## src/design/mem_pkg.sv

```systemverilog
// memory geometry package with lane, word, index and byte address widths of the DLM
package mem_pkg;

	// bits in one byte lane
	localparam int BYTE_BITS = 8;

	// byte lanes per memory word
	localparam int DLM_BYTES = 4;

	// width of one memory word
	localparam int DLM_WORD_BITS = DLM_BYTES * BYTE_BITS;

	// word index width, 256 words deep
	localparam int DLM_INDEX_BITS = 8;

	// byte address = word index plus two lane offset bits
	localparam int DLM_ADDR_BITS = DLM_INDEX_BITS + 2;

endpackage

```

## src/design/lsu_pkg.sv

```systemverilog
// load/store access package with the access size encoding and the byte offset width
package lsu_pkg;

	// access size of a load/store request
	// encoding 2'd3 is unused and decodes as misaligned
	typedef enum logic [1:0] {
		SIZE_BYTE = 2'd0,
		SIZE_HALF = 2'd1,
		SIZE_WORD = 2'd2
	} access_size_t;

	// low address bits that pick a byte within a word
	localparam int OFFSET_BITS = 2;

endpackage

```

## src/design/access_decode.sv

```systemverilog
// request decoder: alignment check, word index, byte enables and lane placed store data
`timescale 1ns/1ns

module access_decode import mem_pkg::*, lsu_pkg::*; (
	input  logic                      req,
	input  logic                      we,
	input  access_size_t              size,
	input  logic [DLM_ADDR_BITS-1:0]  addr,
	input  logic [DLM_WORD_BITS-1:0]  wdata,
	output logic                      cs,
	output logic                      acc_ok,
	output logic [DLM_BYTES-1:0]      bwe,
	output logic [DLM_INDEX_BITS-1:0] index,
	output logic [OFFSET_BITS-1:0]    offset,
	output logic [DLM_WORD_BITS-1:0]  din
);

	// lane mask before shifting to the offset
	logic [DLM_BYTES-1:0] base_mask;

	// split the byte address
	assign offset = addr[OFFSET_BITS-1:0];
	assign index  = addr[DLM_ADDR_BITS-1:OFFSET_BITS];

	// alignment rules
	// bytes always pass, halfwords need bit 0 clear, words need both clear
	always_comb begin
		case (size)
			SIZE_BYTE: acc_ok = 1'b1;
			SIZE_HALF: acc_ok = ~offset[0];
			SIZE_WORD: acc_ok = (offset == '0);
			default:   acc_ok = 1'b0;
		endcase
	end

	// misaligned requests never reach the RAM
	assign cs = req & acc_ok;

	// lanes touched by the access, starting at lane 0
	always_comb begin
		case (size)
			SIZE_BYTE: base_mask = 4'b0001;
			SIZE_HALF: base_mask = 4'b0011;
			default:   base_mask = 4'b1111;
		endcase
	end

	// enables only for a selected store
	// a load leaves them all clear
	assign bwe = (cs & we) ? (base_mask << offset) : '0;

	// store data replicated across the word
	// any aligned lane then already holds the right bytes
	always_comb begin
		case (size)
			SIZE_BYTE: din = {DLM_BYTES{wdata[BYTE_BITS-1:0]}};
			SIZE_HALF: din = {(DLM_BYTES/2){wdata[2*BYTE_BITS-1:0]}};
			default:   din = wdata;
		endcase
	end

endmodule

```

## config.mk

```make
export PLATFORM = sky130hd
export DESIGN_NAME = access_decode
export DESIGN_NICKNAME = d
export VERILOG_FILES = /design/src/design/mem_pkg.sv /design/src/design/lsu_pkg.sv /design/src/design/access_decode.sv
export SDC_FILE = /design/constraint.sdc
export NUM_CORES = 1
export LEC_CHECK = 0
export BUFFER_PORTS_ARGS = -buffer_cell sky130_fd_sc_hd__buf_4
export CAP_MARGIN = 10
export CORE_ASPECT_RATIO = 1.5
export CORE_MARGIN = 2
export CORE_UTILIZATION = 31
export DETAILED_ROUTE_END_ITERATION = 8
export PLACE_DENSITY_LB_ADDON = 0.12
export SYNTH_ARGS = -nofsm -noshare
export SYNTH_HDL_FRONTEND = slang
export SYNTH_SLANG_ARGS = --single-unit
```

## constraint.sdc

```tcl
create_clock -name vclk -period 1.1
set_input_delay 0.11 -clock vclk [all_inputs]
set_output_delay 0.11 -clock vclk [all_outputs]
set_load 0.05 [all_outputs]
```

==> flow_summary.ini <==
[floorplan]
die_x_microns = 40.9
die_area_sq_um = 2420
start_util = 0.320
fp.coreArea_sq_um = 1980
die_y_microns = 59.3
io_pins = 94
num_rows = 20

[place]
dpl.hpwl_microns = 2000
finalWeightedCongestion = 0.665
port-buffer-count = 78
placed_cells = 167

[synthesis]
synth.net_count = 125
yosysWarnings = 0
syn_area_per_cell_sq_um = 8.00
synthDistinctLibCells = 22
synth_top_area_share = 0.285
synthesis.area_sq_um = 632
synth_top_cell_by_area = mux2_2
ys_seq_area_frac = 0
synthTopCellsByArea = mux2_2 (29%), buf_4 (23%), mux2i_1 (13%), o21ai_0 (6.3%), nand2_1 (5.3%)
synthCells = 79

[final_layout]
utilization = 0.675
drive_gt1_frac = 0.849
fin_cells = 168
nets = 194
nClkBuffers = 0
num_antenna_cells = 0
seq_cells = 0
ff_latch_area_sq_um = 0
syn_to_final_growth_pct = 111

[global_route]
top_usage_layer = met2
grt.total_usage = 0.186
grt_use_met3 = 0.0376
antenna_found_initial = 0
grt_pass1_vias = 825
overflow = 0
use_met2 = 0.395
grt_pass1_wl_microns = 3320
grt_max_degree = 15
use_met1 = 0.165

[worst_setup_path]
critical_path.most_common_cell = buf_6
critPathMaxStageDelay_ns = 0.57
path_class = input pin to output port
critical-path-top-delay-family = simple AND/OR/NAND/NOR gates
crit_fanout = 2
cp.required_ns = 0.99
path_depth = 4
crit_buf_inv = 2
start_kind = input pin
end_kind = output port
cp-endpoint = bwe[3]
cp_cell_sequence = buf_6 -> or4b_4 -> o22ai_4 -> buf_6
slowest_stage = or4b_4
worst_ep_arrival_time_ns = 1.12
startpoint = addr[0]

[route]
route.detailed.drc = 0
vias = 853
wl_per_cell_microns = 13.8
initialDrtViolationCount = 5
first_pass_iters = 2
postRouteAntennaNets = 0
detail_route.vias_per_cell = 5.08
drt_wl_total_microns = 2320

[timing]
slew_viol_final = 0
post-route-min-period_ns = 1.23
slew_headroom = 0.795
worst_pin_slew_ns = 0.306
min_period_over_period = 1.12
grt_setup_unrepaired = true
final-hold-violation-count = 0
setup_violations = 11
setup_ws_ns = -0.129
fmax_mhz = 814

[pwr]
power_density_nw_per_um2 = 682
vdd.ir_drop.worst_uv = 389
power_mw = 0.909
p_leak_nw = 0.652

[status]
violations = negative setup slack
status = complete, but fails checks

[worst_hold_path]
hold_path_class = input pin to output port

[flow_run]
drv_cap = 0

[cts]
cts_hold_buffers = 0
[cells in the mapped netlist, drive strengths merged]
master and number:
buf 23, mux2 16, nand2 9, mux2i 8, o21ai 8, o22ai 2
a2111oi 1, a211oi 1, a21oi 1, nand2b 1, nand4b 1, nor2 1
nor3 1, o21a 1, or2 1, or3b 1, or4b 1, or4bb 1
xnor2 1
[where the power goes]
part / switching (mW) / internal, mW / leakage, nW
Clock: 0 / 0 / 0
Combinational: 0.549 / 0.360 / 0.652
Sequential: 0 / 0 / 0
Total: 0.549 / 0.360 / 0.652
[layout make-up]
cell class         instances  area, sq um
well taps                 22         27.5
multi-input cells         56          558
fillers                  171          643
repair buffers            90          748
[metal layers]
layer | up-vias | wire [microns]
met5 | - | 0
met4 | 0 | 0
met3 | 0 | 181
met2 | 48 | 1460
met1 | 402 | 682
li1 | 403 | -
[layout by cell type (no fill, tap or decap)]
| master | count |
|---|---|
| o21ai_1 | 2 |
| nand4b_1 | 1 |
| mux2_2 | 16 |
| buf_12 | 1 |
| or3b_4 | 1 |
| nand2_1 | 9 |
| buf_4 | 75 |
| nor3_2 | 1 |
| o21ai_2 | 6 |
| or4bb_4 | 1 |
| o21a_1 | 1 |
| nand2b_4 | 1 |
| or4b_4 | 1 |
| a2111oi_4 | 1 |
| o22ai_4 | 2 |
| nor2_2 | 1 |
| or2_2 | 1 |
| a211oi_4 | 1 |
| mux2i_1 | 8 |
| a21oi_1 | 1 |
| xnor2_2 | 1 |
| buf_6 | 12 |
| buf_8 | 2 |
[worst min-delay path by stage]
stage            start       end  cells past startpoint
4_1_cts        addr[4]  index[2]                      0
3_3_place_gp   addr[4]  index[2]                      0
6_report       addr[4]  index[2]                      0
3_5_place_dp   addr[4]  index[2]                      0
5_1_grt        addr[8]  index[6]                      0
2_1_floorplan  addr[1]    bwe[0]                      1
[kinds of logic after synthesis]
| family | Yosys count | synth area share |
|---|---|---|
| buffers and inverters | 23 | 0.277 |
| XOR/XNOR | 1 | 0.0139 |
| multiplexers | 24 | 0.412 |
| AND/OR/NAND/NOR | 17 | 0.158 |
| AO/OA/AOI/OAI | 14 | 0.139 |
[through the flow]
step	worst slack [ns]	instance area [sq um]	hold WS [ns]	TNS, ns
floorplan	-0.197	713	0.276	-0.821
global placement	-0.182	1240	0.220	-0.976
detailed placement	-0.197	1240	0.220	-1.08
CTS	-0.131	1300	0.220	-0.654
global route	-0.148	1330	0.220	-0.872
finish	-0.129	1330	0.220	-0.559
[repair_timing]
| action | CTS | global route |
|---|---|---|
| resized for setup | 14 | 6 |
| pin swaps | 5 | 3 |
| setup endpoints to repair | 18 | 17 |
| setup buffers | 1 | 0 |
Power figures use the tool's default switching activity.
