$ cat src/design/mem_pkg.sv
// memory geometry package with lane, word, index and byte address widths of the DLM
package mem_pkg;

	// bits in one byte lane
	localparam int BYTE_BITS = 8;

	// byte lanes per memory word
	localparam int DLM_BYTES = 4;

	// width of one memory word
	localparam int DLM_WORD_BITS = DLM_BYTES * BYTE_BITS;

	// word index width, 256 words deep
	localparam int DLM_INDEX_BITS = 8;

	// byte address = word index plus two lane offset bits
	localparam int DLM_ADDR_BITS = DLM_INDEX_BITS + 2;

endpackage

$ cat src/design/lsu_pkg.sv
// load/store access package with the access size encoding and the byte offset width
package lsu_pkg;

	// access size of a load/store request
	// encoding 2'd3 is unused and decodes as misaligned
	typedef enum logic [1:0] {
		SIZE_BYTE = 2'd0,
		SIZE_HALF = 2'd1,
		SIZE_WORD = 2'd2
	} access_size_t;

	// low address bits that pick a byte within a word
	localparam int OFFSET_BITS = 2;

endpackage

$ cat src/design/load_extract.sv
// load extractor: response strobe, error flag and zero or sign extended load data
`timescale 1ns/1ns

module load_extract import mem_pkg::*, lsu_pkg::*; (
	input  logic                     clk,
	input  logic                     reset,
	input  logic                     req,
	input  logic                     we,
	input  access_size_t             size,
	input  logic                     sign_ext,
	input  logic                     acc_ok,
	input  logic [OFFSET_BITS-1:0]   offset,
	input  logic [DLM_WORD_BITS-1:0] dout,
	output logic                     rsp_valid,
	output logic                     err,
	output logic [DLM_WORD_BITS-1:0] rdata
);

	// request attributes held for the response cycle
	logic                   load_q;
	access_size_t           size_q;
	logic                   sign_q;
	logic [OFFSET_BITS-1:0] offset_q;

	// addressed lanes moved down to bit 0
	logic [DLM_WORD_BITS-1:0] shifted;
	logic [DLM_WORD_BITS-1:0] extended;

	// one response per request, one cycle later
	always_ff @(posedge clk) begin
		if (reset) begin
			rsp_valid <= 1'b0;
			err       <= 1'b0;
		end else begin
			rsp_valid <= req;
			err       <= req & ~acc_ok;
		end
	end

	always_ff @(posedge clk) begin
		if (req) begin
			load_q   <= ~we;
			size_q   <= size;
			sign_q   <= sign_ext;
			offset_q <= offset;
		end
	end

	assign shifted = dout >> (offset_q * BYTE_BITS);

	// keep 8, 16 or 32 bits and fill above with zeros or the top kept bit
	always_comb begin
		case (size_q)
			SIZE_BYTE: extended = {{(DLM_WORD_BITS-BYTE_BITS){sign_q & shifted[BYTE_BITS-1]}},
				shifted[BYTE_BITS-1:0]};
			SIZE_HALF: extended = {{(DLM_WORD_BITS-2*BYTE_BITS){sign_q & shifted[2*BYTE_BITS-1]}},
				shifted[2*BYTE_BITS-1:0]};
			default:   extended = shifted;
		endcase
	end

	// zero for stores, errors and idle cycles
	assign rdata = (rsp_valid & load_q & ~err) ? extended : '0;

endmodule

$ cat config.mk
export PLATFORM = sky130hd
export DESIGN_NAME = load_extract
export DESIGN_NICKNAME = d
export VERILOG_FILES = /design/src/design/mem_pkg.sv /design/src/design/lsu_pkg.sv /design/src/design/load_extract.sv
export SDC_FILE = /design/constraint.sdc
export NUM_CORES = 1
export LEC_CHECK = 0
export ABC_AREA = 1
export BUFFER_PORTS_ARGS = -buffer_cell sky130_fd_sc_hd__clkbuf_2
export CORE_ASPECT_RATIO = 1.2
export CORE_UTILIZATION = 47
export DETAILED_ROUTE_END_ITERATION = 6
export HOLD_SLACK_MARGIN = 0.1
export PLACE_DENSITY_LB_ADDON = 0.2
export SETUP_SLACK_MARGIN = 0.4
export SLEW_MARGIN = 20
export SYNTH_ARGS = -nofsm -noshare
export SYNTH_HDL_FRONTEND = slang
export SYNTH_SLANG_ARGS = --single-unit
$ cat constraint.sdc
create_clock -name clk -period 3.5 [get_ports clk]
set_input_delay 0.35 -clock clk [delete_from_list [all_inputs] [get_ports clk]]
set_output_delay 0.35 -clock clk [all_outputs]
set_load 0.1 [all_outputs]
==> results_dict.tcl, run 1 <==
set metrics [dict create \
    period_share_pct 77.4 \
    final_area_um2 1640 \
    max_slew.worst_pin.slew_ns 0.577 \
    cp.arrival_ns 2.36 \
    start_kind "flop" \
    cts_max_path_buffers 2 \
    cp_common_cell "nand3_4" \
    root_buffer "clkbuf_4" \
    path_clk_slew_ns 0.05 \
    grt_max_degree 33 \
    final.fill_count 273 \
    wl_per_cell_um 10.4 \
    path_class "flop to output port" \
    drive_gt1_share_pct 41.5 \
    power.total_uw 460 \
    min_period_ns 2.71 \
    fmax_ghz 0.369 \
    ys_seq_area_share_pct 17.7 \
    grt_pass1_wl_um 5470 \
    path_cells "inv_2 -> nand3_1 -> nand3_4 -> nand3_4 -> nand2_1 -> inv_1 -> clkbuf_2" \
    layout_common_cells "nand2_1, clkbuf_2, a21oi_1" \
    die_x_um 49.0 \
    path_max_fanout 32 \
    drc 0 \
    final_common_cell "nand2_1" \
    ys_seq_elements 8 \
    critPathMaxStageDelay_ns 0.49 \
    setup-tns-final_ns 0 \
    setup_viol 0 \
    critPathBufInv 3 \
    htreeDepth 1 \
    numPortBuffers 75 \
    yosysWarnings 0 \
    synth_area_leader_cell "nand2_1" \
    area_growth_pct 31.8 \
    gp_congestion 0.811 \
    antenna_found_initial 0 \
    slowest_stage "edfxtp_1" \
    numCtsBuffers 3 \
    first_pass_iters 4 \
    die_h_um 58.4 \
    synth_nets 262 \
    grt_pass1_vias 1350 \
    cts_tree "done" \
    wirelength_um 3360 \
    track_usage_pct 24.3 \
    antenna_left 0 \
    cts.sinks 8 \
    place_hpwl_um 2570 \
    drt_iter0_drc 31 \
    antennaDiodeCount 0 \
    initial_core_util_pct 49.2 \
    synthCells 220 \
    vias 1599 \
    vias_per_cell 4.97 \
    status "complete, no violations" \
    max_cap_violations 0 \
    cts_resized 0 \
    fp-row-count 20 \
    leakage_nw 0.972 \
    synth_cell_types 22 \
    holdWs_ns 0.264 \
    rsz0062_at_grt "false" \
    ios 76 \
    worstSetupEndpointType "output port" \
    core_um2 2530 \
    finalHoldViolCount 0 \
    dpl-instance-area_um2 1580 \
    max-slew-margin-rel_pct 61.5 \
    required_ns 3.15 \
    avgSynthCellArea_um2 5.65 \
    syn-cell-area_um2 1240 \
    layout.nets 332 \
    slew_viol_final 0 \
    hp-class "primary input to flop" \
    peakVddDrop_mv 0.232 \
    finalNonFillerCells 322 \
    synth_area_leaders "nand2_1, edfxtp_1, a21oi_1" \
    powerDensity_nw_per_um2 280 \
    dieArea_um2 2860 \
    grt_overflow 0 \
    synthDominantCellAreaShare_pct 24.4 \
    placed_cells 314 \
    crit_family "buffers and inverters" \
]
[per-layer routing]
metal  share of wire, %  track usage, %
met1                 43            28.3
met2                 52            46.2
met3                5.1            2.58
met4               0.51            7.98
met5                  0               0
[cell usage after synthesis (all sizes together)]
library cell,n
buf,9
nand3,29
nand2,92
clkbuf,8
dfxtp,2
a21oi,31
or2,7
inv,24
edfxtp,6
nand3b,1
nor2,3
nor3,1
o211ai,7
[sequential cells by signal (all words and copies together), names as in the netlist]
| name | count |
|---|---|
| size_q | 2 |
| sign_q | 1 |
| err | 1 |
| load_q | 1 |
| rsp_valid | 1 |
| offset_q | 2 |
[report_power, final]
part	switching (mW)	internal, mW
sequential	0.00826	0.110
clock	0.0302	0.0435
combinational	0.197	0.0708
[kinds of logic after synthesis]
kind of cell    share of synthesized area [%]
compound gates                           16.7
buf+inv                                  15.5
simple gates                             50.1
flops                                    17.7
[repair_timing]
action / 4_1_cts / 5_1_grt
endpoints found under the setup margin: 0 / 4
setup buffers: 0 / 4
hold buffers: 0 / 0
[final timing paths]
kind	start	end	slack [ns]	cells past startpoint
setup / recovery	offset_q[1]$_DFFE_PP_	rdata[16]	0.79	7
hold / removal	acc_ok	err$_SDFF_PP0_	0.26	2
[metrics by stage]
stage / util [%] / worst slack (ns)
after CTS: 63.7 / 0.584
after detailed placement: 62.6 / 0.849
after global routing: 64.9 / 0.615
after global placement: 62.6 / 0.930
after floorplan: - / 0.233
final: 64.9 / 0.792
[final cells by class]
class / count / area (um^2) / share of cell area (%)
multi-input combinational: 171 / 831 / 50.7
timing repair buffer: 82 / 428 / 26.1
clock buffer: 4 / 26.3 / 1.60
inverter: 24 / 92.6 / 5.65
tap: 33 / 41.3 / 2.52
sequential: 8 / 220 / 13.4
(Power assumes the default switching activity.)
==> inputs of run 2 (changes only) <==
--- a/config.mk
+++ b/config.mk
@@ -5,10 +5,10 @@
 export SDC_FILE = /design/constraint.sdc
 export NUM_CORES = 1
 export LEC_CHECK = 0
-export ABC_AREA = 1
+export ABC_AREA = 0
 export BUFFER_PORTS_ARGS = -buffer_cell sky130_fd_sc_hd__clkbuf_2
 export CORE_ASPECT_RATIO = 1.2
-export CORE_UTILIZATION = 47
+export CORE_UTILIZATION = 40
 export DETAILED_ROUTE_END_ITERATION = 6
 export HOLD_SLACK_MARGIN = 0.1
 export PLACE_DENSITY_LB_ADDON = 0.2
==> constraint.sdc (replaced) <==
create_clock -name clk -period 2.5 [get_ports clk]
set_input_delay 0.25 -clock clk [delete_from_list [all_inputs] [get_ports clk]]
set_output_delay 0.25 -clock clk [all_outputs]
set_load 0.1 [all_outputs]
==> results_dict.tcl, run 2 <==
set metrics [dict create \
    synth_cell_types 28 \
    initial_core_util_pct 42.9 \
    synth_edf_count 6 \
    postSynth.asyncResetShare_pct 0 \
    die_x_um 47.6 \
    ys_seq_area_share_pct 22.1 \
    avgSynthCellArea_um2 8.76 \
    synth_area_leaders "edfxtp_1, a211oi_1, mux2_2" \
    die_h_um 56.7 \
    yosysWarnings 0 \
    status "did not finish" \
    firstError "[ERROR DPL-0033] detailed placement checks failed during check placement." \
    ys_top_cells_by_count "a211oi_1, nor2b_1, nand3_1" \
    place_hpwl_um 4330 \
    gp_congestion 0.844 \
    synthDominantCellAreaShare_pct 18.0 \
    synthCells 114 \
    fp-row-count 19 \
    yosysMostFrequentCell "a211oi_1" \
    ys_seq_elements 8 \
    failing_step "3_5_place_dp" \
    synth_nets 156 \
    syn-cell-area_um2 998 \
    ios 76 \
    synth_area_leader_cell "edfxtp_1" \
    numPortBuffers 75 \
    synth-main-ff-cell "edfxtp_1" \
]
==> run 2: cell types whose count changed after synthesis, moves of 10 or more <==
cell / change
nor2b_1: +10
nand3_1: -17
inv_2: -12
inv_1: -10
a211oi_1: +14
a21oi_1: -31
nand2_1: -81
nand2_2: -11
==> run 2: kinds of logic after synthesis <==
logic type	share of synthesized area, %
flip-flops	22.1
buffers and inverters	7.39
multiplexers	19.3
AND/OR/NAND/NOR	20.6
AO/OA/AOI/OAI	30.7
==> run 2: per-stage QoR <==
stage	instance area (um^2)	worst slack (ns)	std cells
floorplan	1370	0.0496	114
global placement	2260	0.404	216
==> inputs of run 3 (changes only) <==
--- a/config.mk
+++ b/config.mk
@@ -7,12 +7,10 @@
 export LEC_CHECK = 0
 export ABC_AREA = 0
 export BUFFER_PORTS_ARGS = -buffer_cell sky130_fd_sc_hd__clkbuf_2
-export CORE_ASPECT_RATIO = 1.2
-export CORE_UTILIZATION = 40
+export CORE_AREA = 2 2 63 65
 export DETAILED_ROUTE_END_ITERATION = 6
-export HOLD_SLACK_MARGIN = 0.1
-export PLACE_DENSITY_LB_ADDON = 0.2
-export SETUP_SLACK_MARGIN = 0.4
+export DIE_AREA = 0 0 65 67
+export PLACE_DENSITY_LB_ADDON = 0.15
 export SLEW_MARGIN = 20
 export SYNTH_ARGS = -nofsm -noshare
 export SYNTH_HDL_FRONTEND = slang
==> results_dict.tcl, run 3 <==
set metrics [dict create \
    initial_core_util_pct 27.7 \
    die_x_um 65 \
    dieArea_um2 4360 \
    fmax_ghz 0.429 \
    hp-class "primary input to flop" \
    drt_iter0_drc 23 \
    synth_area_leaders "edfxtp_1, a211oi_1, mux2_2" \
    cts_setup_buffers 0 \
    vias 1237 \
    synth_cell_types 28 \
    postSynth.asyncResetShare_pct 0 \
    htreeDepth 1 \
    powerDensity_nw_per_um2 348 \
    worstSetupEndpointType "output port" \
    fp-row-count 22 \
    die_h_um 67 \
    grt_overflow 0 \
    min_period_ns 2.33 \
    finalHoldViolCount 0 \
    wl_met1_um 1520 \
    root_buffer "clkbuf_8" \
    yosysMostFrequentCell "a211oi_1" \
    track_usage_pct 18.4 \
    topRoutingLayerUsed "met4" \
    layout.nets 233 \
    antenna_found_initial 0 \
    synthDominantCellAreaShare_pct 18.0 \
    period_share_pct 93.2 \
    cts_tree "done" \
    wl_met2_um 1920 \
    leakage_nw 0.841 \
    start_kind "flop" \
    antenna_left 0 \
    max-slew-margin-rel_pct 61.6 \
    drive_gt1_share_pct 69.5 \
    place_hpwl_um 3150 \
    drc 0 \
    syn-cell-area_um2 998 \
    numPortBuffers 75 \
    area_growth_pct 129 \
    status "complete, no violations" \
    ys_top_cells_by_count "a211oi_1, nor2b_1, nand3_1" \
    max_cap_violations 0 \
    cts_max_path_buffers 2 \
    final.fill_count 295 \
    grt_max_degree 33 \
    synth-main-ff-cell "edfxtp_1" \
    synthCells 114 \
    setup_viol 0 \
    cp.arrival_ns 2.08 \
    antennaDiodeCount 0 \
    yosysWarnings 0 \
    ys_seq_elements 8 \
    whs_path_depth 2 \
    core_um2 3610 \
    ctsHoldBuffers 0 \
    setup-tns-final_ns 0 \
    path_class "flop to output port" \
    ys_seq_area_share_pct 22.1 \
    wl_met3_um 224 \
    peakVddDrop_mv 0.334 \
    synth_edf_count 6 \
    path_max_fanout 19 \
    cts.sinks 8 \
    slew_viol_final 0 \
    wirelength_um 3710 \
    final_common_cell "clkbuf_2" \
    path_clk_slew_ns 0.04 \
    grt_pass1_vias 1272 \
    synth_nets 156 \
    numCtsBuffers 3 \
    rsz0062_at_grt "false" \
    avgSynthCellArea_um2 8.76 \
    reg_top3 "offset_q x2, size_q x2" \
    critical_path.startpoint "offset_q[1]$_DFFE_PP_" \
    grt_pass1_wl_um 6180 \
    layout_common_cells "clkbuf_2, buf_12, nor2b_1" \
    synth_area_leader_cell "edfxtp_1" \
    ios 76 \
    wl_per_cell_um 15.6 \
    gp_congestion 0.809 \
    post-route-util_pct 63.5 \
    cts_resized 0 \
    min_from "acc_ok" \
    max_slew.worst_pin.slew_ns 0.560 \
    required_ns 2.25 \
    power.total_uw 796 \
    first_pass_iters 4 \
    vias_per_cell 5.20 \
]
-- run 3: cell type report --
| type | instances | area, um^2 | area share [%] |
|---|---|---|---|
| inverter | 2 | 7.51 | 0.328 |
| tap | 48 | 60.1 | 2.62 |
| timing repair buffer | 83 | 941 | 41.1 |
| clock buffer | 4 | 45.0 | 1.97 |
| multi-input combinational | 93 | 1010 | 44.2 |
| sequential | 8 | 225 | 9.84 |
-- run 3: kinds of logic after synthesis --
logic type / Yosys count / synth area share, %
flip-flops: 8 / 22.1
multiplexers: 17 / 19.3
AO/OA/AOI/OAI: 41 / 30.7
buffers and inverters: 13 / 7.39
AND/OR/NAND/NOR: 35 / 20.6
-- run 3: power by group --
group	switching [mW]	internal (mW)	leakage, nW	total [mW]
registers	0.00897	0.154	0.0762	0.163
logic	0.301	0.173	0.742	0.474
clock network	0.0484	0.110	0.0228	0.159
total	0.358	0.438	0.841	0.796
-- run 3: path summary, 6_finish.rpt --
path	end
worst min-delay path	err$_SDFF_PP0_
worst max-delay path	rdata[12]
-- run 3: metal layers --
layer | global-route usage, % | up-vias
li1 | - | 608
met1 | 22.7 | 575
met2 | 33.5 | 48
met3 | 2.36 | 6
met4 | 4.79 | 0
met5 | 0 | -
-- run 3: metrics by stage --
stage / hold WS, ns / worst slack [ns] / instance area, um^2 / std cells
6_report: 0.172 / 0.170 / 2290 / 238
3_5_place_dp: 0.405 / 0.421 / 2240 / 234
3_3_place_gp: 0.399 / 0.465 / 2240 / 234
4_1_cts: 0.168 / 0.178 / 2290 / 238
2_1_floorplan: 0.314 / 0.00998 / 1310 / 114
5_1_grt: 0.175 / 0.0287 / 2290 / 238
-- run 3: worst max-delay path, cell delays in order (launching register included) --
cell,delay [ns]
edfxtp_1,0.36
buf_4,0.33
nor2b_1,0.50
a221oi_1,0.20
nor3_2,0.25
buf_12,0.22
